### src/include/datapath_consts.svh
`ifndef DATAPATH_CONSTS_SVH
`define DATAPATH_CONSTS_SVH

// ----------------------------------------------------------------------
// data path sizes
// ----------------------------------------------------------------------

// one bus word.
`define DATA_W 32

// general registers r0 to r15.
`define NUM_GPR 16

// ----------------------------------------------------------------------
// bus source selection
// ----------------------------------------------------------------------

`define NUM_SRC 24 // gprs, hi, lo, zhigh, zlow, pc, mdr, inport, c.
`define SEL_W 5

// no strobe raised, bus reads zero.
`define SEL_NONE 5'd31

`endif

### src/design/datapath_pkg.sv
`default_nettype none

`include "datapath_consts.svh"

package datapath_pkg;

	typedef logic [`DATA_W-1:0] word_t;
	typedef logic [2*`DATA_W-1:0] dword_t; // product, or remainder and quotient.
	typedef logic [`SEL_W-1:0] bus_sel_t;
	typedef logic [`NUM_SRC-1:0] src_strobe_t; // bit order follows the mux codes.

	typedef enum logic [3:0]
	{
		ALU_ADD = 4'd0,
		ALU_SUB = 4'd1,
		ALU_AND = 4'd2,
		ALU_OR  = 4'd3,
		ALU_SHL = 4'd4,
		ALU_SHR = 4'd5,
		ALU_ROR = 4'd6,
		ALU_ROL = 4'd7,
		ALU_NEG = 4'd8,
		ALU_NOT = 4'd9,
		ALU_MUL = 4'd10,
		ALU_DIV = 4'd11
	} alu_op_t;

	// ------------------------------------------------------------------
	// control and bank bundles
	// ------------------------------------------------------------------

	typedef struct packed
	{
		logic [`NUM_GPR-1:0] r_in;
		logic hi_in;
		logic lo_in;
		logic pc_in;
		logic mdr_in;
		logic md_read; // mdr takes mem_data instead of the bus.
		logic y_in;
		logic z_in;
		logic outport_in;
	} load_t;

	typedef struct packed
	{
		src_strobe_t strobes;
		load_t load;
		alu_op_t alu_op;
	} ctrl_t;

	typedef struct packed
	{
		word_t [`NUM_GPR-1:0] gpr;
		word_t hi;
		word_t lo;
		word_t pc;
		word_t mdr;
		word_t inport;
	} bank_out_t;

endpackage

`default_nettype wire

### src/design/bus_encoder.sv
`default_nettype none

`include "datapath_consts.svh"

module bus_encoder
	import datapath_pkg::*;
(
	input wire src_strobe_t strobes,
	output bus_sel_t bus_sel
);

	// ------------------------------------------------------------------
	// priority encode, lowest index wins
	// ------------------------------------------------------------------

	// scan from the top so a lower set bit overwrites a higher one.
	always_comb
	begin
		bus_sel = `SEL_NONE;
		for (int i = `NUM_SRC - 1; i >= 0; i--)
		begin
			if (strobes[i])
			begin
				bus_sel = bus_sel_t'(i);
			end
		end
	end

endmodule

`default_nettype wire

### config.mk
export PLATFORM = sky130hd
export DESIGN_NAME = bus_encoder
export DESIGN_NICKNAME = d
export VERILOG_FILES = /design/src/design/datapath_pkg.sv /design/src/design/bus_encoder.sv
export VERILOG_INCLUDE_DIRS = /design/src /design/src/include
export SDC_FILE = /design/constraint.sdc
export NUM_CORES = 1
export LEC_CHECK = 0
export BUFFER_PORTS_ARGS = -buffer_cell sky130_fd_sc_hd__clkbuf_2
export CAP_MARGIN = 20
export CORE_AREA = 4 4 41 43
export DETAILED_ROUTE_END_ITERATION = 10
export DIE_AREA = 0 0 45 47
export MAX_ROUTING_LAYER = met4
export PLACE_DENSITY = 0.46
export SYNTH_ARGS = -nofsm -noshare
export SYNTH_HDL_FRONTEND = slang
export SYNTH_SLANG_ARGS = --single-unit
### constraint.sdc
create_clock -name vclk -period 2.7
set_clock_uncertainty 0.1 [all_clocks]
set_input_delay 0.405 -clock vclk [all_inputs]
set_output_delay 0.405 -clock vclk [all_outputs]
set_load 0.05 [all_outputs]
* After elaboration in Yosys (flattened, before gate mapping)
Cells that the tools add are included.
** Word-level totals
- Logic and storage cells :: 24
- Input port bits :: 24
- Register bits after elaboration :: 0
** Cells by class
- Mux-type cells :: 24
** Operators with widths (number)
- $mux W5 :: 23
- $mux W4 :: 1

* Logic depth before layout (Yosys ltp)
- Word-level depth :: 24
- Gate-level depth with buffers :: 4
- Mapped depth without buffers :: 4

* Worst setup path before layout
No wires, ideal clock.
- Path kind :: input port to output port
- Start point :: input port strobes[21]
- End point :: output port bus_sel[1]
- Arrival time :: 3.125 ns
- Data required time :: 2.195 ns
- Path buffers :: 0
- Stages :: 3
- Path slack :: -0.930 ns
- Cells stage by stage :: o211ai_1 > a31oi_1 > a2111oi_0
** On the way
- Cells in the longest elaborated chain, start to end :: 22
** RTL lines
- start, declared :: line bus_encoder.sv:8 : input wire src_strobe_t strobes,
- $mux W5 (22 in a row) :: line bus_encoder.sv:22 : if (strobes[i])
- end, declared :: line bus_encoder.sv:9 : output bus_sel_t bus_sel
Every way passes these cells.

* Worst setup path in the final report
- Start point :: input port strobes[9]
- End point :: output port bus_sel[0]
** On the way
- Cells in the longest elaborated chain, start to end :: 10
** RTL lines (line)
- $mux W5 (10 in a row) :: bus_encoder.sv:22
Every way passes these cells.

==> summary.md <==
| Metric | Value |
|---|---|
| Number of global-route vias before repair | between 400 and 500 |
| Arr. time, crit path | 1630 ps |
| Sequential area share after synthesis | 0% |
| Setup_tns | 0 ps |
| Post-CTS Setup Bufs | 0 |
| Initial core utilization | about a fifth |
| IO Port Bufs | 29 |
| Critical path type | in -> out |
| Post-cts resize count | 0 |
| Setup WS post-layout | 566 ps |
| Total track usage | 9.91% |
| Grt ovf | 0 |
| Final Hold Fails | 0 |
| Number of vias per cell | 4.95 |
| Hpwl dp | 881 um |
| Rel. slew slack | 71.6% |
| Core area | 1300 sq um |
| HP Class | in -> out |
| P per Cell Area | 134 nW/um^2 |
| Synthesis Warnings | 0 |
| Critical Path Fanout Max | 3 |
| Post-Syn Instances | 47 |
| Initial antenna violation count | 0 |
| Diodes inserted | 0 |
| Critical path required time | 2190 ps |
| I/O pin total | 29 |
| DR vias | 450 |
| Layout Area Growth over Synthesis | 67.7% |
| Biggest area consumer among synthesized cells | nor2_1 |
| Status | completed |
| Layout cells sized above 1 | around 41% |
| Post-synth top cells | nor2_1 (12), a21oi_1 (5), inv_1 (5) |
| Final Cycle Share | 79.0% |
| Grt met3 use | 0.766% |
| Post-CTS Hold Fix Bufs | 0 |
| Least-Margin Pin Slew | 422 ps |
| Maximum capacitance violations | 0 |
| Full die area | 2120 sq um |
| Storage cell area | 0 sq um |
| Pre-antenna DRT Iters | 4 |
| Largest net degree at the start of global routing | 6 |
| DRT antenna net count | 0 |
| Clkbuf count | 0 |
| Most frequent cell after synthesis | nor2_1 |
| Multi-input logic area | approximately 240 sq um |
| Die X | 45 um |
| Netlist cell types | 18 |
| DRC | 0 |
| Number of fillers in the final layout | 168 |
| RSZ-0062 raised after global routing | false |
| Placer's final routability congestion estimate | just over 0.7 |
| Yosys top cell area share | 17.9% |
| Post-Synthesis Cell Area | 251 sq um |
| Final wirelength | 948 um |
| Syn Nets | 71 |
| Mean post-synth cell area | 5.35 sq um |
| Final nets | 102 |
| Busiest grt layer | met2 |
| Met2 GRT Util | 18.4% |
| Num sequential | 0 |
| Die Ht | 47 um |
| Final Power | 0.0564 mW |
| Startpoint Class | primary input |
| Crit. End Element | primary output |
| Grt met1 use | 12.4% |
| Rows | 13 |
| Peak Freq | 0.469 GHz |
| Lkg Pwr | between 0.2 and 0.25 nW |
| Final Hold Slack | 1090 ps |
| Ranking of synthesized cells by area | nor2_1 (18%), a21oi_1 (10%), nor4_1 (10%) |
| Pins Over Slew Limit | 0 |
| Placement Setup Slack | 565 ps |
| First-pass GRT wire length | 1620 um |
| Crit path time final | 2130 ps |
| Post-DR wirelength/cell | 10.4 um |
| Final setup viols | 0 |
| Worst VDD drop | roughly 0.000055 V |
| DRT iter0 DRCs | 4 |
[per-stage QoR]
stage,std cells,utilization (%),instance area (sq um)
floorplan,47,-,258
global placement,91,32.4,422
detailed placement,91,32.4,422
CTS,91,32.4,422
global route,91,32.4,422
finish,91,32.4,422
[worst max-delay path, cell delays in order]
cell and delay, ps:
clkbuf_2 90, or4_1 510, a21oi_1 130, o221ai_1 130, o311a_1 130, clkbuf_2 230
[path summary, 6_finish.rpt]
path / start / to / slack [ps] / cells after the start
worst max-delay path: strobes[9] / bus_sel[0] / 570 / 6
worst min-delay path: strobes[0] / bus_sel[1] / 1090 / 3
[report_power, final]
group | leakage (nW) | internal [mW] | switching [mW] | total (mW)
Clock | 0 | 0 | 0 | 0
Combinational | 0.210 | 0.0231 | 0.0333 | 0.0564
Sequential | 0 | 0 | 0 | 0
Total | 0.210 | 0.0231 | 0.0333 | 0.0564
[cells by family after synthesis]
group | count (synthesis) | synth area share, %
AND/OR/NAND/NOR | 26 | 48.8
AO/OA/AOI/OAI | 16 | 43.8
buffers and inverters | 5 | 7.46
[placed cells by master (no fill, tap or decap), types with 2 or more instances in the layout]
cell	netlist	layout
a2111oi_2	1	2
a21oi_1	5	5
clkbuf_2	0	29
inv_1	5	5
nand2_1	3	3
nand3_1	3	3
nor2_1	12	12
nor4_1	4	4
o21ai_0	4	4
[area by class of cell]
cell class	count	share of cell area [%]
repair buffers	29	34.4
multi-input cells	42	56.7
inverters	5	4.45
well taps	15	4.45
[routing by layer]
metal | vias up | part of all wire [%]
met4 | 0 | 0
met3 | 0 | 8.1
met5 | - | 0
met2 | 18 | 48
met1 | 192 | 44
li1 | 240 | -
Note: power is estimated with default switching activity, not from simulation.
