[src/include/datapath_consts.svh]
`ifndef DATAPATH_CONSTS_SVH
`define DATAPATH_CONSTS_SVH

// ----------------------------------------------------------------------
// data path sizes
// ----------------------------------------------------------------------

// one bus word.
`define DATA_W 32

// general registers r0 to r15.
`define NUM_GPR 16

// ----------------------------------------------------------------------
// bus source selection
// ----------------------------------------------------------------------

`define NUM_SRC 24 // gprs, hi, lo, zhigh, zlow, pc, mdr, inport, c.
`define SEL_W 5

// no strobe raised, bus reads zero.
`define SEL_NONE 5'd31

`endif

[src/design/datapath_pkg.sv]
`default_nettype none

`include "datapath_consts.svh"

package datapath_pkg;

	typedef logic [`DATA_W-1:0] word_t;
	typedef logic [2*`DATA_W-1:0] dword_t; // product, or remainder and quotient.
	typedef logic [`SEL_W-1:0] bus_sel_t;
	typedef logic [`NUM_SRC-1:0] src_strobe_t; // bit order follows the mux codes.

	typedef enum logic [3:0]
	{
		ALU_ADD = 4'd0,
		ALU_SUB = 4'd1,
		ALU_AND = 4'd2,
		ALU_OR  = 4'd3,
		ALU_SHL = 4'd4,
		ALU_SHR = 4'd5,
		ALU_ROR = 4'd6,
		ALU_ROL = 4'd7,
		ALU_NEG = 4'd8,
		ALU_NOT = 4'd9,
		ALU_MUL = 4'd10,
		ALU_DIV = 4'd11
	} alu_op_t;

	// ------------------------------------------------------------------
	// control and bank bundles
	// ------------------------------------------------------------------

	typedef struct packed
	{
		logic [`NUM_GPR-1:0] r_in;
		logic hi_in;
		logic lo_in;
		logic pc_in;
		logic mdr_in;
		logic md_read; // mdr takes mem_data instead of the bus.
		logic y_in;
		logic z_in;
		logic outport_in;
	} load_t;

	typedef struct packed
	{
		src_strobe_t strobes;
		load_t load;
		alu_op_t alu_op;
	} ctrl_t;

	typedef struct packed
	{
		word_t [`NUM_GPR-1:0] gpr;
		word_t hi;
		word_t lo;
		word_t pc;
		word_t mdr;
		word_t inport;
	} bank_out_t;

endpackage

`default_nettype wire

[src/design/register_bank.sv]
`default_nettype none

`include "datapath_consts.svh"

module register_bank
	import datapath_pkg::*;
(
	input wire clk,
	input wire rst_n,
	input wire word_t bus,
	input wire load_t load,
	input wire word_t mem_data,
	input wire word_t inport_data,
	output bank_out_t bank,
	output word_t outport_data
);

	word_t [`NUM_GPR-1:0] gpr_q;
	word_t hi_q;
	word_t lo_q;
	word_t pc_q;
	word_t mdr_q;
	word_t inport_q;
	word_t outport_q;

	// ------------------------------------------------------------------
	// general registers
	// ------------------------------------------------------------------

	always_ff @(posedge clk)
	begin
		if (!rst_n)
		begin
			gpr_q <= '0;
		end
		else
		begin
			for (int i = 0; i < `NUM_GPR; i++)
			begin
				if (load.r_in[i])
				begin
					gpr_q[i] <= bus;
				end
			end
		end
	end

	// ------------------------------------------------------------------
	// hi, lo, pc and mdr
	// ------------------------------------------------------------------

	always_ff @(posedge clk)
	begin
		if (!rst_n)
		begin
			hi_q <= '0;
			lo_q <= '0;
			pc_q <= '0;
		end
		else
		begin
			if (load.hi_in)
				hi_q <= bus;
			if (load.lo_in)
				lo_q <= bus;
			if (load.pc_in)
				pc_q <= bus;
		end
	end

	// memory read data or bus write.
	always_ff @(posedge clk)
	begin
		if (!rst_n)
			mdr_q <= '0;
		else if (load.mdr_in)
			mdr_q <= load.md_read ? mem_data : bus;
	end

	// ------------------------------------------------------------------
	// i/o ports
	// ------------------------------------------------------------------

	always_ff @(posedge clk)
	begin
		if (!rst_n)
		begin
			inport_q <= '0;
			outport_q <= '0;
		end
		else
		begin
			inport_q <= inport_data; // sampled every edge.
			if (load.outport_in)
				outport_q <= bus;
		end
	end

	assign bank.gpr = gpr_q;
	assign bank.hi = hi_q;
	assign bank.lo = lo_q;
	assign bank.pc = pc_q;
	assign bank.mdr = mdr_q;
	assign bank.inport = inport_q;
	assign outport_data = outport_q;

endmodule

`default_nettype wire

[config.mk]
export PLATFORM = sky130hd
export DESIGN_NAME = register_bank
export DESIGN_NICKNAME = d
export VERILOG_FILES = /design/src/design/datapath_pkg.sv /design/src/design/register_bank.sv
export VERILOG_INCLUDE_DIRS = /design/src /design/src/include
export SDC_FILE = /design/constraint.sdc
export NUM_CORES = 1
export LEC_CHECK = 0
export ABC_CLOCK_PERIOD_IN_PS = 1000
export BUFFER_PORTS_ARGS = -buffer_cell sky130_fd_sc_hd__clkbuf_2
export CORE_AREA = 2 2 320 322
export CTS_CLUSTER_SIZE = 24
export DETAILED_ROUTE_END_ITERATION = 10
export DIE_AREA = 0 0 322 324
export PLACE_DENSITY_LB_ADDON = 0.08
export SYNTH_ARGS = -nofsm -noshare
export SYNTH_HDL_FRONTEND = slang
export SYNTH_SLANG_ARGS = --single-unit
[constraint.sdc]
create_clock -name clk -period 1 [get_ports clk]
set_clock_uncertainty 0.1 [all_clocks]
set_input_delay 0.1 -clock clk [delete_from_list [all_inputs] [get_ports clk]]
set_output_delay 0.1 -clock clk [all_outputs]
set_load 0.005 [all_outputs]
# --- Word-level counts from Yosys, hierarchy flattened ---
# Index checks and enable logic that the tools add are counted.
classes:
  n_mux: 1
ops:
  columns: ["cell", "n"]
  rows:
  - ["32-bit 2-to-1 mux", 1]
totals:
  reg_bits: 704
  inputBits: 122

# --- Longest topological paths before layout ---
# Gate-level depths: netlist of run 1.
logic_depth:
  word_depth: 1
  depth_mapped: 5
  depth_no_buf: 2

# --- Worst setup path before layout of run 1 ---
# Ideal clock, no wire load.
synth_path:
  path_type: "input port to flip-flop"
  startpoint: "in load[3] in the netlist's numbering"
  endpoint: "reg mdr_q[10]"
  t_arrival_ns: 0.653
  setup_time_ns: 0.133
  path_slack_ns: 0.115
  stages: 4
  cell_sequence: "buf_4 > buf_4 > mux2i_1 > a21oi_1"
synth_between:
  elab_chain_cells: 1
synth_rtl:
  columns: ["item", "line_no", "text"]
  rows:
  - ["start, declared", "register_bank.sv:11", "input wire load_t load,"]
  - ["32-bit 2-to-1 mux", "register_bank.sv:77", "mdr_q <= load.md_read ? mem_data : bus;"]
  - ["end signal, assigned", "register_bank.sv:77", null]
  - ["end, declared", "register_bank.sv:22", "word_t mdr_q;"]
# Every way passes these cells.
# A chain may end at the register's enable or synchronous reset.

# --- Worst setup path in the final report of run 1 ---
layout_path:
  startpoint: "reg gpr_q, in the netlist bank[241]"
  endpoint: "out bank[241] in the netlist's numbering"
layout_rtl:
  columns: ["item", "line_no", "text"]
  rows:
  - ["start, declared", "register_bank.sv:18", "word_t [`NUM_GPR-1:0] gpr_q;"]
  - ["start signal, assigned by index", "register_bank.sv:42", "gpr_q[i] <= bus;"]
  - ["end, declared", "register_bank.sv:14", "output bank_out_t bank,"]
# No word-level cell between the ends.

==> reports/metrics.yaml, run 1 <==
outcome:
  outcome: "complete, but fails checks"
  violations: "hold timing, setup timing"
critical_path:
  reg2reg_to: "hi_q[1]$_SDFFE_PN0P_"
  crit_type: "reg -> out"
  crit_fanout: 2
  critPathLaunchType: "flop"
  cp_slowest_stage_delay_ns: 0.36
  crit_chain: "clkbuf_2"
  end_kind: "output pin"
  r2r_slack_ns: 0.12
  critical-path-top-delay-family: "flip-flops"
  r2r_start: "hi_q[1]$_SDFFE_PN0P_"
  required_ns: 0.80
  r2r_cells: 3
  critPathSlowestCell: "dfxtp_2"
  crit_path_end: "bank[241]"
  critPathLaunch: "bank[241]$_SDFFE_PN0P_"
  cp_num_cells: 1
  timing.critical_path.buf_inv: 1
  cp.arrival_ns: 1.12
timing:
  slew_headroom: 0.740
  hold_violations: 15
  setup_viol: 718
  tightest_slew_ns: 0.391
  final.min_clock_period_ns: 1.32
  rsz0062_at_grt: "true"
  worst_slack_ns: -0.319
  fin_setup_tns_ns: -194.15
  whs_ns: -0.0378
  fmax_ghz: 0.758
  drv_slew: 0
  post-route-period-util: 1.32
logic_synthesis:
  synth_top_area_frac: 0.527
  synth_fp_nets: 2467
  synthArstFlopShare: 0
  ys_seq_area_frac: 0.527
  synth_edf_count: 0
  yosysMostFrequentCell: "dfxtp_1"
  synth_warnings: 0
  syn_avg_cell_area_um2: 11.4
  synth_ff_type: "dfxtp_1"
  yosys.area.top_type: "dfxtp_1"
  synthCells: 2345
  ys_top_cells_by_count: "dfxtp_1 (704), mux2i_1 (672), nor2b_1 (640), buf_2 (80), clkbuf_1 (76)"
  synthTopCellsByArea: "dfxtp_1 (53%), mux2i_1 (25%), nor2b_1 (15%)"
  yosysUniqueCellTypes: 12
  syn_area_um2: 26700
  synth_seq_cells: 704
placed_design:
  place.gp.congestion: 0.795
  pre_cts_slack_ns: -0.182
  dpl_cell_area_um2: 33200
  dp_hpwl_mm: 75.7
  portBuffers: 823
routing:
  vias_per_cell: 4.29
  ant_nets: 0
  drt-initial-drc-count: 724
  drcViolationCount: 0
  dr.pass1.iters: 5
  wl_per_cell_um: 22.8
  totalWireLength_mm: 109
  vias: 20500
job:
  cap_viol_max_count: 0
global_routing:
  overflow: 0
  antenna_found_initial: 10
  grt_pass1_vias: 20900
  gr-usage-all-layers: 0.199
  grt_max_degree: 58
  grt_pass1_wl_mm: 152
hold_path:
  min_from: "load[3]"
  hold_path_class: "in -> reg"
clock_network:
  h-tree-depth: 3
  clk_path_buf_depth: 3
  insertion_delay_ns: 0.64
  clock-root-buffer: "clkbuf_16"
  cts_tree: "built"
  cts.sinks: 704
  numCtsBuffers: 83
  path_clk_slew_ns: 0.06
floorplanning:
  die_h_um: 324
  fp.dieW_um: 322
  num_rows: 117
  die_area_um2: 104000
  core_area_um2: 101000
  num_io_pins: 826
  start_util: 0.265
pwr:
  power_density_nw_per_um2: 1680
  cellLeakagePower_nw: 19.5
  ir_drop_mv: 1.06
final_layout:
  utilization: 0.425
  final_area_um2: 43000
  nets: 3515
  drive_above_1_share: 0.541
  area_delta_synth_final_pct: 60.7
[where the power goes]
| part | internal, mW | leakage (nW) | switching (mW) |
|---|---|---|---|
| clock | 17.5 | 1.30 | 12.2 |
| combinational | 6.39 | 12.2 | 4.80 |
| sequential | 30.1 | 6.06 | 1.26 |
| total | 54.0 | 19.5 | 18.3 |
[layout make-up]
type	count	area [um^2]
Multi-Input combinational cell	1408	11300
Antenna cell	2	5.00
Clock buffer	130	2480
Fill cell	9673	58100
Tap cell	1309	1640
Clock inverter	13	153
Sequential cell	704	15000
Timing Repair Buffer	1196	12500
[layout by cell type (no fill, tap or decap)]
master            n
nor2b_1         640
diode_2           2
mux2i_1         672
clkbuf_4          3
o21ai_1          12
clkbuf_1         24
clkbuf_16        87
and2_1           32
clkbuf_2        299
clkbuf_8         23
dfxtp_2         691
clkinv_2          5
dfxtp_4           2
dfxtp_1          11
inv_6             4
a21oi_1          32
bufinv_16         2
buf_2             8
o21ai_0          20
buf_12           81
buf_4           144
buf_6           282
dlymetal6s4s_1    2
dlygate4sd3_1   140
clkinv_8          2
buf_8           233
[metal layers]
metal  up-vias  share of wire  track usage
li1       9795              -            -
met1      9875           0.42        0.239
met2       647           0.47        0.336
met3       132          0.083       0.0694
met4         2          0.025       0.0523
met5         -        0.00012            0
[worst min-delay path, cell delays in order]
cell	delay [ns]
clkbuf_2	0.13
buf_12	0.19
mux2i_1	0.16
a21oi_1	0.08
[cell families (layout without fill, tap and decap cells)]
family,after synthesis,in the layout,share of synthesized area
flops,704,704,0.527
other cells,0,2,0
buf+inv,233,1339,0.0516
mux,672,672,0.252
compound gates,64,64,0.0120
simple gates,672,672,0.157
[timing repair]
item	4_1_cts	5_1_grt
gates cloned	0	4
buffers inserted	42	34
endpoints found under the setup margin	704	771
hold buffers	149	6
resized for setup	956	795
endpoints found under the hold margin	704	41
[registers in the layout, indices dropped and copies added (netlist names)]
register / cells
bank: 512
hi_q: 32
inport_q: 32
lo_q: 32
mdr_q: 32
outport_data: 32
pc_q: 32
[per-stage QoR]
step / cells / power [mW]
floorplan: 2345 / 35.4
global placement: 4391 / 39.9
detailed placement: 4391 / 40.0
CTS: 4725 / 72.0
global route: 4761 / 75.5
finish: 4762 / 72.3
[worst min-delay path by stage]
stage | to | slack, ns | cells after the start
3_5_place_dp | inport_q[8]$_SDFF_PN0_ | 0.21 | 2
2_1_floorplan | inport_q[0]$_SDFF_PN0_ | 0.13 | 1
6_report | mdr_q[18]$_SDFFE_PN0P_ | -0.04 | 4
5_1_grt | mdr_q[6]$_SDFFE_PN0P_ | -0.05 | 4
3_3_place_gp | inport_q[29]$_SDFF_PN0_ | 0.21 | 2
4_1_cts | bank[639]$_SDFFE_PN0P_ | -0.25 | 3
(Power assumes the default switching activity.)
==> run 2, diff against run 1 <==
--- a/config.mk
+++ b/config.mk
@@ -16,3 +16,4 @@
 export SYNTH_ARGS = -nofsm -noshare
 export SYNTH_HDL_FRONTEND = slang
 export SYNTH_SLANG_ARGS = --single-unit
+export TNS_END_PERCENT = 1
==> run 2 against run 1 <==
Against the previous run: count of clock-buffer cells in the layout did not move; final cell count fell by 1.5%; the flow still finishes with violations (hold timing, setup timing); highest routed layer unchanged; critical endpoint is now bank[427]; clock power hardly changed; via count shrank 1.7%; power shrank 0.98%; sequential share of layout area grew 0.88 points; maximum frequency up 0.92%.
==> reports/metrics.yaml, run 2 (synthesized netlist as in run 1, its figures left out) <==
timing:
  post-route-period-util: 1.31
  slew_headroom: 0.670
  rsz0062_at_grt: "true"
  final.min_clock_period_ns: 1.31
  fmax_ghz: 0.765
  setup_viol: 896
  hold_violations: 12
  whs_ns: -0.0435
  tightest_slew_ns: 0.494
  drv_slew: 0
  worst_slack_ns: -0.307
outcome:
  violations: "hold timing, setup timing"
  outcome: "complete, but fails checks"
floorplanning:
  start_util: 0.265
  num_rows: 117
  die_h_um: 324
  core_area_um2: 101000
  num_io_pins: 826
  die_area_um2: 104000
  fp.dieW_um: 322
routing:
  ant_nets: 0
  vias: 20100
  drt-initial-drc-count: 704
  totalWireLength_mm: 108
  dr.pass1.iters: 4
  wl_per_cell_um: 22.9
  vias_per_cell: 4.28
  drcViolationCount: 0
hold_path:
  hold_path_class: "in -> reg"
final_layout:
  largest_register_ffs: 512
  mostFrequentLayoutCell: "mux2i_1"
  layout_common_cells: "mux2i_1 (672), nor2b_1 (640), dfxtp_2 (600)"
  nets: 3443
  final_area_um2: 41600
  drive_above_1_share: 0.502
  register_area_um2: 14900
  area_delta_synth_final_pct: 55.6
  multi_input_area_um2: 11300
  fill_cells: 9722
clock_network:
  cts.sinks: 704
  numCtsBuffers: 83
  cts_tree: "built"
  path_clk_slew_ns: 0.06
  h-tree-depth: 3
  clk_path_buf_depth: 3
  hold_buffers: 154
  clock-root-buffer: "clkbuf_16"
  insertion_delay_ns: 0.64
critical_path:
  crit_chain: "buf_8"
  required_ns: 0.80
  cp.arrival_ns: 1.11
  end_kind: "output pin"
  crit_path_end: "bank[427]"
  crit_type: "reg -> out"
  critical-path-top-delay-family: "flip-flops"
  critPathLaunchType: "flop"
  cp_slowest_stage_delay_ns: 0.35
  critPathSlowestCell: "dfxtp_4"
  cp_num_cells: 1
  reg2reg_to: "mdr_q[2]$_SDFFE_PN0P_"
  crit_fanout: 2
  r2r_slack_ns: 0.22
  r2r_cells: 2
  r2r_start: "mdr_q[2]$_SDFFE_PN0P_"
  critPathLaunch: "bank[427]$_SDFFE_PN0P_"
  timing.critical_path.buf_inv: 1
global_routing:
  grt_pass1_vias: 20700
  grt_max_degree: 58
  overflow: 0
  gr-usage-all-layers: 0.199
  grt_pass1_wl_mm: 152
  antenna_found_initial: 11
pwr:
  p_sw_mw: 18.1
  ir_drop_mv: 1.06
  cellLeakagePower_nw: 18.9
  clockPowerShare: 0.415
  seqPwrFrac: 0.437
  power_density_nw_per_um2: 1720
  p_int_mw: 53.4
  swShare: 0.253
  combinationalPowerShare: 0.148
placed_design:
  portBuffers: 823
  dpl_cell_area_um2: 33200
  pre_cts_slack_ns: -0.182
  place.gp.congestion: 0.795
  dp_hpwl_mm: 75.7
job:
  cap_viol_max_count: 0
==> run 2: worst min-delay path by stage <==
stage / slack [ns] / start / to / cells past startpoint
2_1_floorplan: 0.13 / inport_data[0] / inport_q[0]$_SDFF_PN0_ / 1
3_3_place_gp: 0.21 / inport_data[29] / inport_q[29]$_SDFF_PN0_ / 2
3_5_place_dp: 0.21 / inport_data[8] / inport_q[8]$_SDFF_PN0_ / 2
4_1_cts: -0.1 / load[3] / mdr_q[9]$_SDFFE_PN0P_ / 4
5_1_grt: -0.05 / load[3] / mdr_q[9]$_SDFFE_PN0P_ / 4
6_report: -0.04 / load[3] / mdr_q[11]$_SDFFE_PN0P_ / 4
==> run 2: stage by stage <==
step	TNS (ns)	power [mW]	utilization	cells
2_1_floorplan	0	35.4	-	2345
5_1_grt	-268.52	74.8	0.412	4689
4_1_cts	-273.12	71.8	0.395	4688
6_report	-219.16	71.6	0.412	4692
3_5_place_dp	-38.78	40.0	0.328	4391
3_3_place_gp	-29.17	39.9	0.328	4391
==> run 2: layout make-up <==
cell class,count,area share
sequential,704,0.357
multi-input combinational,1408,0.271
timing repair buffer,1124,0.269
clock buffer,130,0.0597
tap,1309,0.0394
clock inverter,13,0.00367
antenna,4,0.000241
==> run 2: what timing repair did <==
action / CTS / global route
endpoints found under the setup margin: 704 / 907
hold endpoints to repair: 704 / 15
gates resized for setup: 729 / 719
buffers inserted: 0 / 0
==> run 2: power groups by stage <==
stage	registers (mW)	logic [mW]	clock network, mW
floorplan	31.3	4.09	0
global placement	31.2	8.67	0
detailed placement	31.3	8.75	0
CTS	31.0	10.1	30.7
global route	31.5	11.4	31.9
finish	31.3	10.6	29.7
==> run 2: metal layers <==
metal / wire length [um] / track usage
met4: 2360 / 0.0531
met5: 13 / 0
met2: 50900 / 0.335
met3: 8800 / 0.0700
met1: 45400 / 0.241
