**src/include/datapath_consts.svh**
```systemverilog
`ifndef DATAPATH_CONSTS_SVH
`define DATAPATH_CONSTS_SVH

// ----------------------------------------------------------------------
// data path sizes
// ----------------------------------------------------------------------

// one bus word.
`define DATA_W 32

// general registers r0 to r15.
`define NUM_GPR 16

// ----------------------------------------------------------------------
// bus source selection
// ----------------------------------------------------------------------

`define NUM_SRC 24 // gprs, hi, lo, zhigh, zlow, pc, mdr, inport, c.
`define SEL_W 5

// no strobe raised, bus reads zero.
`define SEL_NONE 5'd31

`endif

```
**src/design/datapath_pkg.sv**
```systemverilog
`default_nettype none

`include "datapath_consts.svh"

package datapath_pkg;

	typedef logic [`DATA_W-1:0] word_t;
	typedef logic [2*`DATA_W-1:0] dword_t; // product, or remainder and quotient.
	typedef logic [`SEL_W-1:0] bus_sel_t;
	typedef logic [`NUM_SRC-1:0] src_strobe_t; // bit order follows the mux codes.

	typedef enum logic [3:0]
	{
		ALU_ADD = 4'd0,
		ALU_SUB = 4'd1,
		ALU_AND = 4'd2,
		ALU_OR  = 4'd3,
		ALU_SHL = 4'd4,
		ALU_SHR = 4'd5,
		ALU_ROR = 4'd6,
		ALU_ROL = 4'd7,
		ALU_NEG = 4'd8,
		ALU_NOT = 4'd9,
		ALU_MUL = 4'd10,
		ALU_DIV = 4'd11
	} alu_op_t;

	// ------------------------------------------------------------------
	// control and bank bundles
	// ------------------------------------------------------------------

	typedef struct packed
	{
		logic [`NUM_GPR-1:0] r_in;
		logic hi_in;
		logic lo_in;
		logic pc_in;
		logic mdr_in;
		logic md_read; // mdr takes mem_data instead of the bus.
		logic y_in;
		logic z_in;
		logic outport_in;
	} load_t;

	typedef struct packed
	{
		src_strobe_t strobes;
		load_t load;
		alu_op_t alu_op;
	} ctrl_t;

	typedef struct packed
	{
		word_t [`NUM_GPR-1:0] gpr;
		word_t hi;
		word_t lo;
		word_t pc;
		word_t mdr;
		word_t inport;
	} bank_out_t;

endpackage

`default_nettype wire

```
**src/design/bus_mux.sv**
```systemverilog
`default_nettype none

module bus_mux
	import datapath_pkg::*;
(
	input wire bus_sel_t bus_sel,
	input wire bank_out_t bank,
	input wire word_t zhigh,
	input wire word_t zlow,
	input wire word_t c_sign_extended,
	output word_t bus
);

	// ------------------------------------------------------------------
	// source codes
	// ------------------------------------------------------------------
	//  0..15  r0..r15
	//  16 hi, 17 lo, 18 zhigh, 19 zlow
	//  20 pc, 21 mdr, 22 inport, 23 c
	//  24..31 read as zero

	always_comb
	begin
		if (bus_sel[4] == 1'b0)
		begin
			bus = bank.gpr[bus_sel[3:0]]; // general registers.
		end
		else
		begin
			case (bus_sel)
				5'd16:
					bus = bank.hi;
				5'd17:
					bus = bank.lo;
				5'd18:
					bus = zhigh;
				5'd19:
					bus = zlow;
				5'd20:
					bus = bank.pc;
				5'd21:
					bus = bank.mdr;
				5'd22:
					bus = bank.inport;
				5'd23:
					bus = c_sign_extended;
				default:
					bus = '0; // unused codes.
			endcase
		end
	end

endmodule

`default_nettype wire

```
**config.mk**
```make
export PLATFORM = sky130hd
export DESIGN_NAME = bus_mux
export DESIGN_NICKNAME = d
export VERILOG_FILES = /design/src/design/datapath_pkg.sv /design/src/design/bus_mux.sv
export VERILOG_INCLUDE_DIRS = /design/src /design/src/include
export SDC_FILE = /design/constraint.sdc
export NUM_CORES = 1
export LEC_CHECK = 0
export BUFFER_PORTS_ARGS = -buffer_cell sky130_fd_sc_hd__buf_4
export CORE_AREA = 10 10 304 306
export DETAILED_ROUTE_END_ITERATION = 12
export DIE_AREA = 0 0 314 316
export GPL_TIMING_DRIVEN = 0
export PLACE_DENSITY_LB_ADDON = 0.12
export RECOVER_POWER = 50
export SLEW_MARGIN = 0
export SYNTH_ARGS = -nofsm -noshare
export SYNTH_HDL_FRONTEND = slang
export SYNTH_SLANG_ARGS = --single-unit
```
**constraint.sdc**
```tcl
create_clock -name vclk -period 5.2
set_input_delay 0.78 -clock vclk [all_inputs]
set_output_delay 0.78 -clock vclk [all_outputs]
set_load 0.01 [all_outputs]
```
# [After elaboration in Yosys (flattened, before gate mapping)]
# Cells that the tools add are included.
[word_totals] reg_bits=0 latchBits=0 ramBits=0 mem_bits_ro=0 in_bits=773 out_inout_bits=32 wordCells=13 memories=0
[op_classes] add_sub_neg=0 n_mul=0 div_mod_pow=0 order_cmp=1 n_eq_ne=8 shifts=0 mux=4 n_bitwise=0 n_reduce_logical=0
[op_table] cell="$pmux 32 s8" n=1
[op_table] cell="$bmux 32 s4" n=1
[op_table] cell="$mux 32" n=2
[op_table] cell="$eq 5x5->1 const B" n=8
[op_table] cell="$lt 4x5->1 const B" n=1

# [Depth between registers and ports, before layout]
# Gate-level depths: netlist (run 1).
[logic_depth] ltp_word=3 depth_mapped=8 mapped_depth_nobuf=4

# [Least setup slack after synthesis (run 1)]
# No wires, ideal clock.
[synth_path] path_kind="input-to-output" startpoint="input port bus_sel[1]" endpoint="output port bus[10]" arrival_ps=2090 t_required_ps=4420 path_slack_ps=2330 cell_stages=5 path_buffers=2 cell_sequence="buf_4 buf_2 mux4_2 a22oi_1 o211ai_1"
[synth_via] elab_chain_len=3 elab_cells_between_ends=12 classes_between="eq/ne (8); mux (4)"
[synth_lines] element="start: declaration" line="bus_mux.sv:6" rtl="input wire bus_sel_t bus_sel,"
[synth_lines] element="$bmux 32 s4 / $eq 5x5->1 (equally long branches)" line="bus_mux.sv:26, bus_mux.sv:30"
[synth_lines] element="$mux 32 (not written as such) / $pmux 32 s8 (equally long branches)" line="bus_mux.sv:26, bus_mux.sv:30"
[synth_lines] element="$mux 32 *" line="bus_mux.sv:24" rtl="if (bus_sel[4] == 1'b0)"
[synth_lines] element="end: declaration" line="bus_mux.sv:11" rtl="output word_t bus"
# Mark *: on every way between the ends. The rest lies on a longest branch, timed or not. The select of a mux whose other input is x is not followed.

# [Final worst setup path (run 1)]
[layout_path] startpoint="input port bus_sel[1]" endpoint="output port bus[30]"
# The elaborated chain is that of the path after synthesis.

==> results of run 1 <==
==> cell type report <==
cell class | instances | area (um^2)
Buffer | 83 | 467
Inverter | 1 | 3.75
Fill cell | 9994 | 72400
Antenna cell | 3 | 7.51
Multi-Input combinational cell | 587 | 5930
Timing Repair Buffer | 804 | 6000
Tap cell | 1155 | 1450
==> critical path, delay by kind of cell <==
kind	cells	cell delay (ps)
buffers and inverters	5	1460
AND/OR/NAND/NOR	1	200
AO/OA/AOI/OAI	3	1430
==> per-layer routing <==
metal / part of all wire, % / track usage (%)
met1: 40 / 19.0
met2: 51 / 29.4
met3: 7.3 / 4.55
met4: 1.1 / 1.74
met5: 0.083 / 0
==> kinds of logic (layout without fill, tap and decap cells) <==
kind of cell / count (synthesis) / after routing / share of synthesized area, %
AO/OA/AOI/OAI: 171 / 171 / 19.6
buffers and inverters: 84 / 888 / 7.43
multiplexers: 306 / 306 / 64.1
other: 0 / 3 / 0
AND/OR/NAND/NOR: 110 / 110 / 8.91
==> stage by stage <==
stage               area, um^2  hold WS (ps)
global route             13800          1980
detailed placement       13900          1960
global placement         13900          1960
finish                   13900          1960
CTS                      13900          1960
floorplan                 6400          1740
==> cells in the mapped netlist, drive strengths merged (4+ instances only) <==
library cell,count
clkbuf,21
o21ai,7
nor2,5
a221oi,4
nand2,22
buf,62
mux4,82
mux2,10
nand3,57
nor2b,7
a21oi,22
a32oi,8
a22o,4
o211ai,20
a22oi,96
mux2i,214
or3b,4
==> final timing paths <==
kind / startpoint / endpoint / slack (ps) / cells past startpoint
max: bus_sel[1] / bus[30] / 540 / 9
min: bank[76] / bus[12] / 1960 / 4
==> power breakdown <==
group / internal, uW / switching, uW / total, uW
Clock: 0.00000882 / 0 / 0.00000884
Sequential: 0 / 0 / 0
Combinational: 666 / 560 / 1230
Total: 666 / 560 / 1230
==> flow_summary_export.csv, run 1 <==
group,metric,value,unit
status,status,"finished, final reports clean",
placement,dp.final_hpwl,76.2,mm
synthesis,synth_cell_types,40,
routing,vias,9832,
timing,period_needed,4660,ps
die,row_count,108,
setup_path,worst_ep_arrival_time,3880,ps
finish,clkbuf_count,0,
clock_network,cts.repair.resized,0,
synthesis,synth.area.top_cells,"mux2i_1, mux4_2, a22oi_1",
power,power_density,88.6,nW/um^2
power,peakVddDrop,0.0248,mV
setup_path,critPathLaunchType,"input pin",
timing,relSlewSlack,7.62,%
timing,setup_tns,0,ps
timing,fmax,215,MHz
routing,drt_wl_total,85.9,mm
grt,antenna_found_initial,17,
grt,grt_start_max_net_pins,11,
die,design.die.area,99200,um^2
synthesis,avgSynthCellArea,9.54,um^2
timing,rsz0062_at_grt,"false",
routing,routed_via_density,3.73,
clock_network,hold_buffers,0,
routing,ant_nets,0,
setup_path,critPathCaptureType,"primary output",
setup_path,slowest_delay,820,ps
finish,final_common_cell,"buf_4",
finish,seq_cell_count,0,
synthesis,yosysSeqAreaShare,0,%
die,die_h,316,um
placement,gp_congestion,0.841,
synthesis,ys_warn_count,0,
synthesis,synth_top_area_share,33.5,%
placement,port_buffers,804,
timing,finalCritPeriodShare,89.6,%
timing,drv_slew,0,
finish,finalCoreUtilization,16.1,%
placement,dpl_worst_slack,639,ps
routing,routedWlPerCell,32.6,um
timing,hold_viol_final,0,
setup_path,path_max_fanout,10,
timing,setup_viol,0,
grt,track_usage,16.1,%
min_path,hold_class,"in -> out",
routing,drt-initial-drc-count,558,
finish,final_cell_count_no_fill,2633,
finish,nNetsFinal,2250,
routing,drcViolationCount,0,
routing,dr.pass1.iters,5,
setup_path,crit_top_cell,"buf_4",
synthesis,synthesis.nets,1444,
power,p_total,1230,uW
finish,drive_gt1_share,63.9,%
grt,grt_pass1_wl,109,mm
synthesis,syn_area,6400,um^2
timing,tightestPinTransition,1380,ps
placement,dp.cells,2630,
setup_path,crit_type,"in -> out",
die,fp.dieW,314,um
timing,setup_slack,539,ps
grt,overflow,0,
finish,final_cell_mix,"buf_4, mux2i_1, a22oi_1, mux4_2, nand3_1",
setup_path,cp_cell_sequence,"buf_4 -> clkbuf_2 -> buf_4 -> clkbuf_1 -> a21oi_1 -> a21oi_1 -> a221oi_1 -> nand3_1 -> buf_4",
synthesis,yosysTopAreaCell,"mux2i_1",
finish,area_delta_synth_final,116,%
grt,grt_pass1_vias,11300,
die,core,86200,um^2
finish,ff_latch_area,0,um^2
setup_path,slowest_stage,"a221oi_1",
clock_network,post_cts_buffers,0,
die,start_util,7.42,%
die,ioPinCount,805,
flow_run,cap_violations,0,
setup_path,critPathRequiredTime,4420,ps
synthesis,syn_inst,671,
power,p_leak,0.00643,uW
Power figures use the tool's default switching activity.
==> inputs of run 2 (changes only) <==
==> constraint.sdc (replaced) <==
create_clock -name vclk -period 5.2
set_input_delay 1.04 -clock vclk [all_inputs]
set_output_delay 1.04 -clock vclk [all_outputs]
set_load 0.01 [all_outputs]
==> run 2 against run 1 <==
  * Sequential share of layout area is the same
  * Combinational power is essentially flat
  * Critical path depth shrank 1
  * Critical endpoint is now bus[13]
  * Power is essentially flat
  * Worst setup slack lost 400 ps
  * Fmax shrank 7.9%
==> flow_summary_export.csv, run 2 (synthesis gave the netlist of run 1 again) <==
group,metric,value,unit
routing,drt-initial-drc-count,555,
finish,final_cell_mix,"buf_4, mux2i_1, a22oi_1, mux4_2, nand3_1",
setup_path,crit_type,"in -> out",
timing,relSlewSlack,3.97,%
finish,area_delta_synth_final,116,%
placement,gp_congestion,0.841,
finish,ff_latch_area,0,um^2
status,status,"finished, final reports clean",
routing,routedWlPerCell,32.6,um
setup_path,cp_cell_sequence,"buf_4 -> buf_6 -> nor3b_1 -> clkbuf_1 -> clkbuf_1 -> a32oi_1 -> nand4_1 -> clkbuf_2",
timing,setup_tns,0,ps
setup_path,critPathCaptureType,"primary output",
finish,final_common_cell,"buf_4",
setup_path,startpoint,"bus_sel[0]",
power,seq_power_share,0,%
die,start_util,7.42,%
routing,ant_nets,0,
setup_path,worst_ep_arrival_time,4020,ps
die,core,86200,um^2
placement,port_buffers,804,
grt,antenna_found_initial,17,
die,ioPinCount,805,
min_path,hold_class,"in -> out",
power,sw_frac_of_total,45.7,%
setup_path,endpoint,"bus[13]",
finish,clkbuf_count,0,
routing,routed_via_density,3.73,
timing,setup_viol,0,
setup_path,crit_top_cell,"clkbuf_1",
die,design.die.area,99200,um^2
timing,rsz0062_at_grt,"false",
setup_path,critPathLaunchType,"input pin",
finish,seq_cell_count,0,
setup_path,critPathRequiredTime,4160,ps
flow_run,cap_violations,0,
timing,hold_viol_final,0,
grt,grt_pass1_wl,109,mm
power,total_switching_power,560,uW
setup_path,slowest_delay,720,ps
grt,overflow,0,
setup_path,path_delay_family,"buffers and inverters",
clock_network,post_cts_buffers,0,
routing,drcViolationCount,0,
die,fp.dieW,314,um
finish,drive_gt1_share,64.1,%
setup_path,path_max_fanout,10,
power,power_density,88.5,nW/um^2
grt,track_usage,16.1,%
timing,fmax,198,MHz
die,die_h,316,um
die,row_count,108,
routing,dr.pass1.iters,5,
power,p_int,666,uW
timing,fin_hold_ws,2480,ps
power,clkPwrFrac,0,%
setup_path,path_buf_inv,5,
grt,grt_pass1_vias,11300,
timing,tightestPinTransition,1440,ps
timing,finalCritPeriodShare,97.3,%
power,p_leak,0.00643,uW
placement,dp.final_hpwl,76.2,mm
power,combPwrFrac,100.0,%
finish,multi_input_area,5930,um^2
finish,fillCellCount,9991,
setup_path,crit_cells,8,
timing,drv_slew,0,
timing,period_needed,5060,ps
routing,vias,9824,
power,peakVddDrop,0.0248,mV
grt,grt_start_max_net_pins,11,
setup_path,slowest_stage,"clkbuf_1",
routing,drt_wl_total,85.8,mm
finish,nNetsFinal,2250,
[run 2: cell types whose count changed in the layout (fill, tap and decap cells not counted), sizes merged]
cell and delta:
buf -1, clkbuf +1
[run 2: what timing repair did]
action                     4_1_cts  5_1_grt
setup endpoints to repair        0        1
hold buffers                     0        0
resized for setup                0        1
[run 2: worst min path at each step]
| stage | slack, ps | cells after the start | endpoint | from |
|---|---|---|---|---|
| detailed placement | 2480 | 4 | bus[12] | bank[76] |
| global placement | 2480 | 4 | bus[12] | bank[76] |
| global route | 2500 | 4 | bus[12] | bank[76] |
| CTS | 2480 | 4 | bus[12] | bank[76] |
| finish | 2480 | 4 | bus[12] | bank[76] |
| floorplan | 2260 | 2 | bus[31] | bank[95] |
[run 2: metal layers]
layer | track usage [%] | wire, um | vias up
li1 | - | - | 4440
met1 | 19.0 | 34500 | 4833
met2 | 29.4 | 44100 | 501
met3 | 4.55 | 6310 | 40
met4 | 1.74 | 922 | 10
met5 | 0 | 71 | -
[run 2: through the flow]
step / power, uW / area [um^2] / std cells / utilization [%] / setup slack, ps
after CTS: 1270 / 13900 / 2630 / 16.1 / 105
after global placement: 1260 / 13900 / 2630 / 16.1 / 146
after floorplan: 454 / 6400 / 671 / - / 1810
after detailed placement: 1260 / 13900 / 2630 / 16.1 / 119
final: 1230 / 13900 / 2633 / 16.1 / 141
after global routing: 1310 / 13900 / 2632 / 16.1 / 71.1
[run 2: power by group through the flow]
| stage | Clock (uW) | Sequential [uW] | Combinational, uW |
|---|---|---|---|
| after floorplan | 0 | 0 | 454 |
| after global placement | 0 | 0 | 1260 |
| after detailed placement | 0 | 0 | 1260 |
| after CTS | 0 | 0 | 1270 |
| after global routing | 0.0000517 | 0 | 1310 |
| final | 0.0000138 | 0 | 1230 |
[run 2: area by class of cell]
type                       count  share of cell area [%]
antenna                        3                  0.0542
buffer                        83                    3.39
inverter                       1                  0.0271
multi-input combinational    587                    42.8
tap                         1155                    10.4
timing repair buffer         804                    43.3
==> inputs of run 3 (changes only) <==
Settings changed: CORE_AREA 10 10 304 306 to 10 10 307 309, DIE_AREA 0 0 314 316 to 0 0 317 319.
Clock period 5.2 ns to 5.6 ns, I/O delays scaled along.
==> run 3 against run 2 <==
  * Die area grew 1.9%
  * Worst hold slack gained 150 ps
  * Count of clock-buffer cells in the layout is the same
  * Critical path type unchanged
  * Critical endpoint is now bus[4]
  * The flow now finishes with violations (max-capacitance violations, max-slew violations)
==> flow_summary_export.csv, run 3 (synthesis gave the netlist of run 1 again) <==
group,metric,value,unit
finish,final_cell_mix,"buf_4, mux2i_1, a22oi_1, mux4_2, nand3_1",
power,power_density,82.1,nW/um^2
die,fp.dieW,317,um
placement,port_buffers,804,
min_path,hold_class,"in -> out",
setup_path,slowest_stage,"a221oi_1",
timing,drv_slew,7,
clock_network,post_cts_buffers,0,
setup_path,slowest_delay,1070,ps
setup_path,worst_ep_arrival_time,4200,ps
die,start_util,7.28,%
finish,area_delta_synth_final,117,%
timing,fmax,188,MHz
finish,final_common_cell,"buf_4",
finish,clkbuf_count,0,
timing,hold_viol_final,0,
timing,tightestPinTransition,1520,ps
timing,setup_viol,0,
placement,dp.final_hpwl,76.3,mm
power,peakVddDrop,0.0303,mV
timing,period_needed,5320,ps
setup_path,crit_top_cell,"buf_4",
finish,drive_gt1_share,63.9,%
timing,finalCritPeriodShare,95.0,%
timing,fin_hold_ws,2630,ps
setup_path,path_max_fanout,10,
clock_network,cts.repair.resized,0,
routing,ant_nets,0,
finish,fillCellCount,10100,
die,core,88000,um^2
setup_path,path_delay_family,"buffers and inverters",
setup_path,critPathRequiredTime,4480,ps
timing,rsz0062_at_grt,"false",
routing,dr.pass1.iters,6,
routing,routedWlPerCell,32.4,um
setup_path,cp_cell_sequence,"buf_4 -> buf_4 -> clkbuf_2 -> buf_2 -> o21ai_0 -> a221oi_1 -> nand3_1 -> buf_4",
routing,drcViolationCount,0,
routing,vias,9755,
timing,relSlewSlack,-1.60,%
status,status,"finished, violations left",
finish,finalCoreUtilization,15.8,%
routing,drt-initial-drc-count,477,
routing,drt_wl_total,85.8,mm
finish,ff_latch_area,0,um^2
grt,grt_pass1_wl,108,mm
die,die_h,319,um
grt,overflow,0,
grt,track_usage,15.8,%
setup_path,critPathCaptureType,"primary output",
clock_network,hold_buffers,0,
grt,grt_pass1_vias,11300,
flow_run,cap_violations,1,
grt,antenna_found_initial,14,
power,p_total,1140,uW
power,p_leak,0.00643,uW
status,violations,"max-capacitance violations, max-slew violations",
setup_path,critPathLaunchType,"input pin",
die,design.die.area,101000,um^2
die,ioPinCount,805,
placement,gp_congestion,0.785,
setup_path,path_buf_inv,5,
min_path,min_to,"bus[12]",
grt,grt_start_max_net_pins,11,
finish,seq_cell_count,0,
finish,nNetsFinal,2250,
min_path,hp-start,"bank[76]",
die,row_count,109,
min_path,hold_depth,4,
setup_path,crit_type,"in -> out",
routing,routed_via_density,3.69,
timing,setup_tns,0,ps
==> run 3: cell types whose count changed in the layout (fill, tap and decap cells not counted) <==
cell      before  now
buf_2         26   28
clkbuf_2       3    1
a221oi_1       2    3
a221oi_2       2    1
buf_4        819  818
clkbuf_1      32   33
diode_2        3    4
==> run 3: per-stage QoR <==
| stage | setup slack [ps] | area [um^2] | cells |
|---|---|---|---|
| 2_1_floorplan | 2050 | 6400 | 671 |
| 3_3_place_gp | 281 | 13900 | 2640 |
| 3_5_place_dp | 296 | 13900 | 2640 |
| 4_1_cts | 270 | 13900 | 2640 |
| 5_1_grt | 121 | 13900 | 2644 |
| 6_report | 281 | 13900 | 2644 |
==> run 3: power by group <==
group / internal (uW) / leakage, uW / switching, uW
registers: 0 / 0 / 0
clock network: 0.0000960 / 0.0000000254 / 0
logic: 618 / 0.00643 / 521
total: 618 / 0.00643 / 521
==> run 3: how the worst max path moves through the flow <==
stage / start / end / slack, ps / depth (start not counted)
after global routing: bus_sel[1] / bus[30] / 120 / 9
after CTS: bus_sel[3] / bus[25] / 270 / 6
final: bus_sel[1] / bus[4] / 280 / 8
after floorplan: bus_sel[1] / bus[10] / 2050 / 5
after global placement: bus_sel[3] / bus[25] / 280 / 6
after detailed placement: bus_sel[3] / bus[25] / 300 / 6
==> run 3: area by class of cell <==
type                       instances  area (um^2)  area share (%)
multi-input combinational        587         5930            42.7
timing repair buffer             804         6000            43.3
buffer                            83          468            3.38
antenna                            4         10.0          0.0722
inverter                           1         3.75          0.0271
tap                             1165         1460            10.5
==> run 3: per-layer routing <==
metal / vias to the layer above / track usage (%) / share of wire [%]
met5: - / 0 / 0.070
met4: 10 / 1.81 / 1.2
met3: 44 / 4.68 / 8.3
met2: 498 / 29.4 / 52
met1: 4760 / 18.0 / 39
li1: 4443 / - / -
==> run 3: worst min-delay path: stages <==
cell       delay (ps)
buf_4              80
a32oi_1            70
o2111ai_1         100
buf_4             140
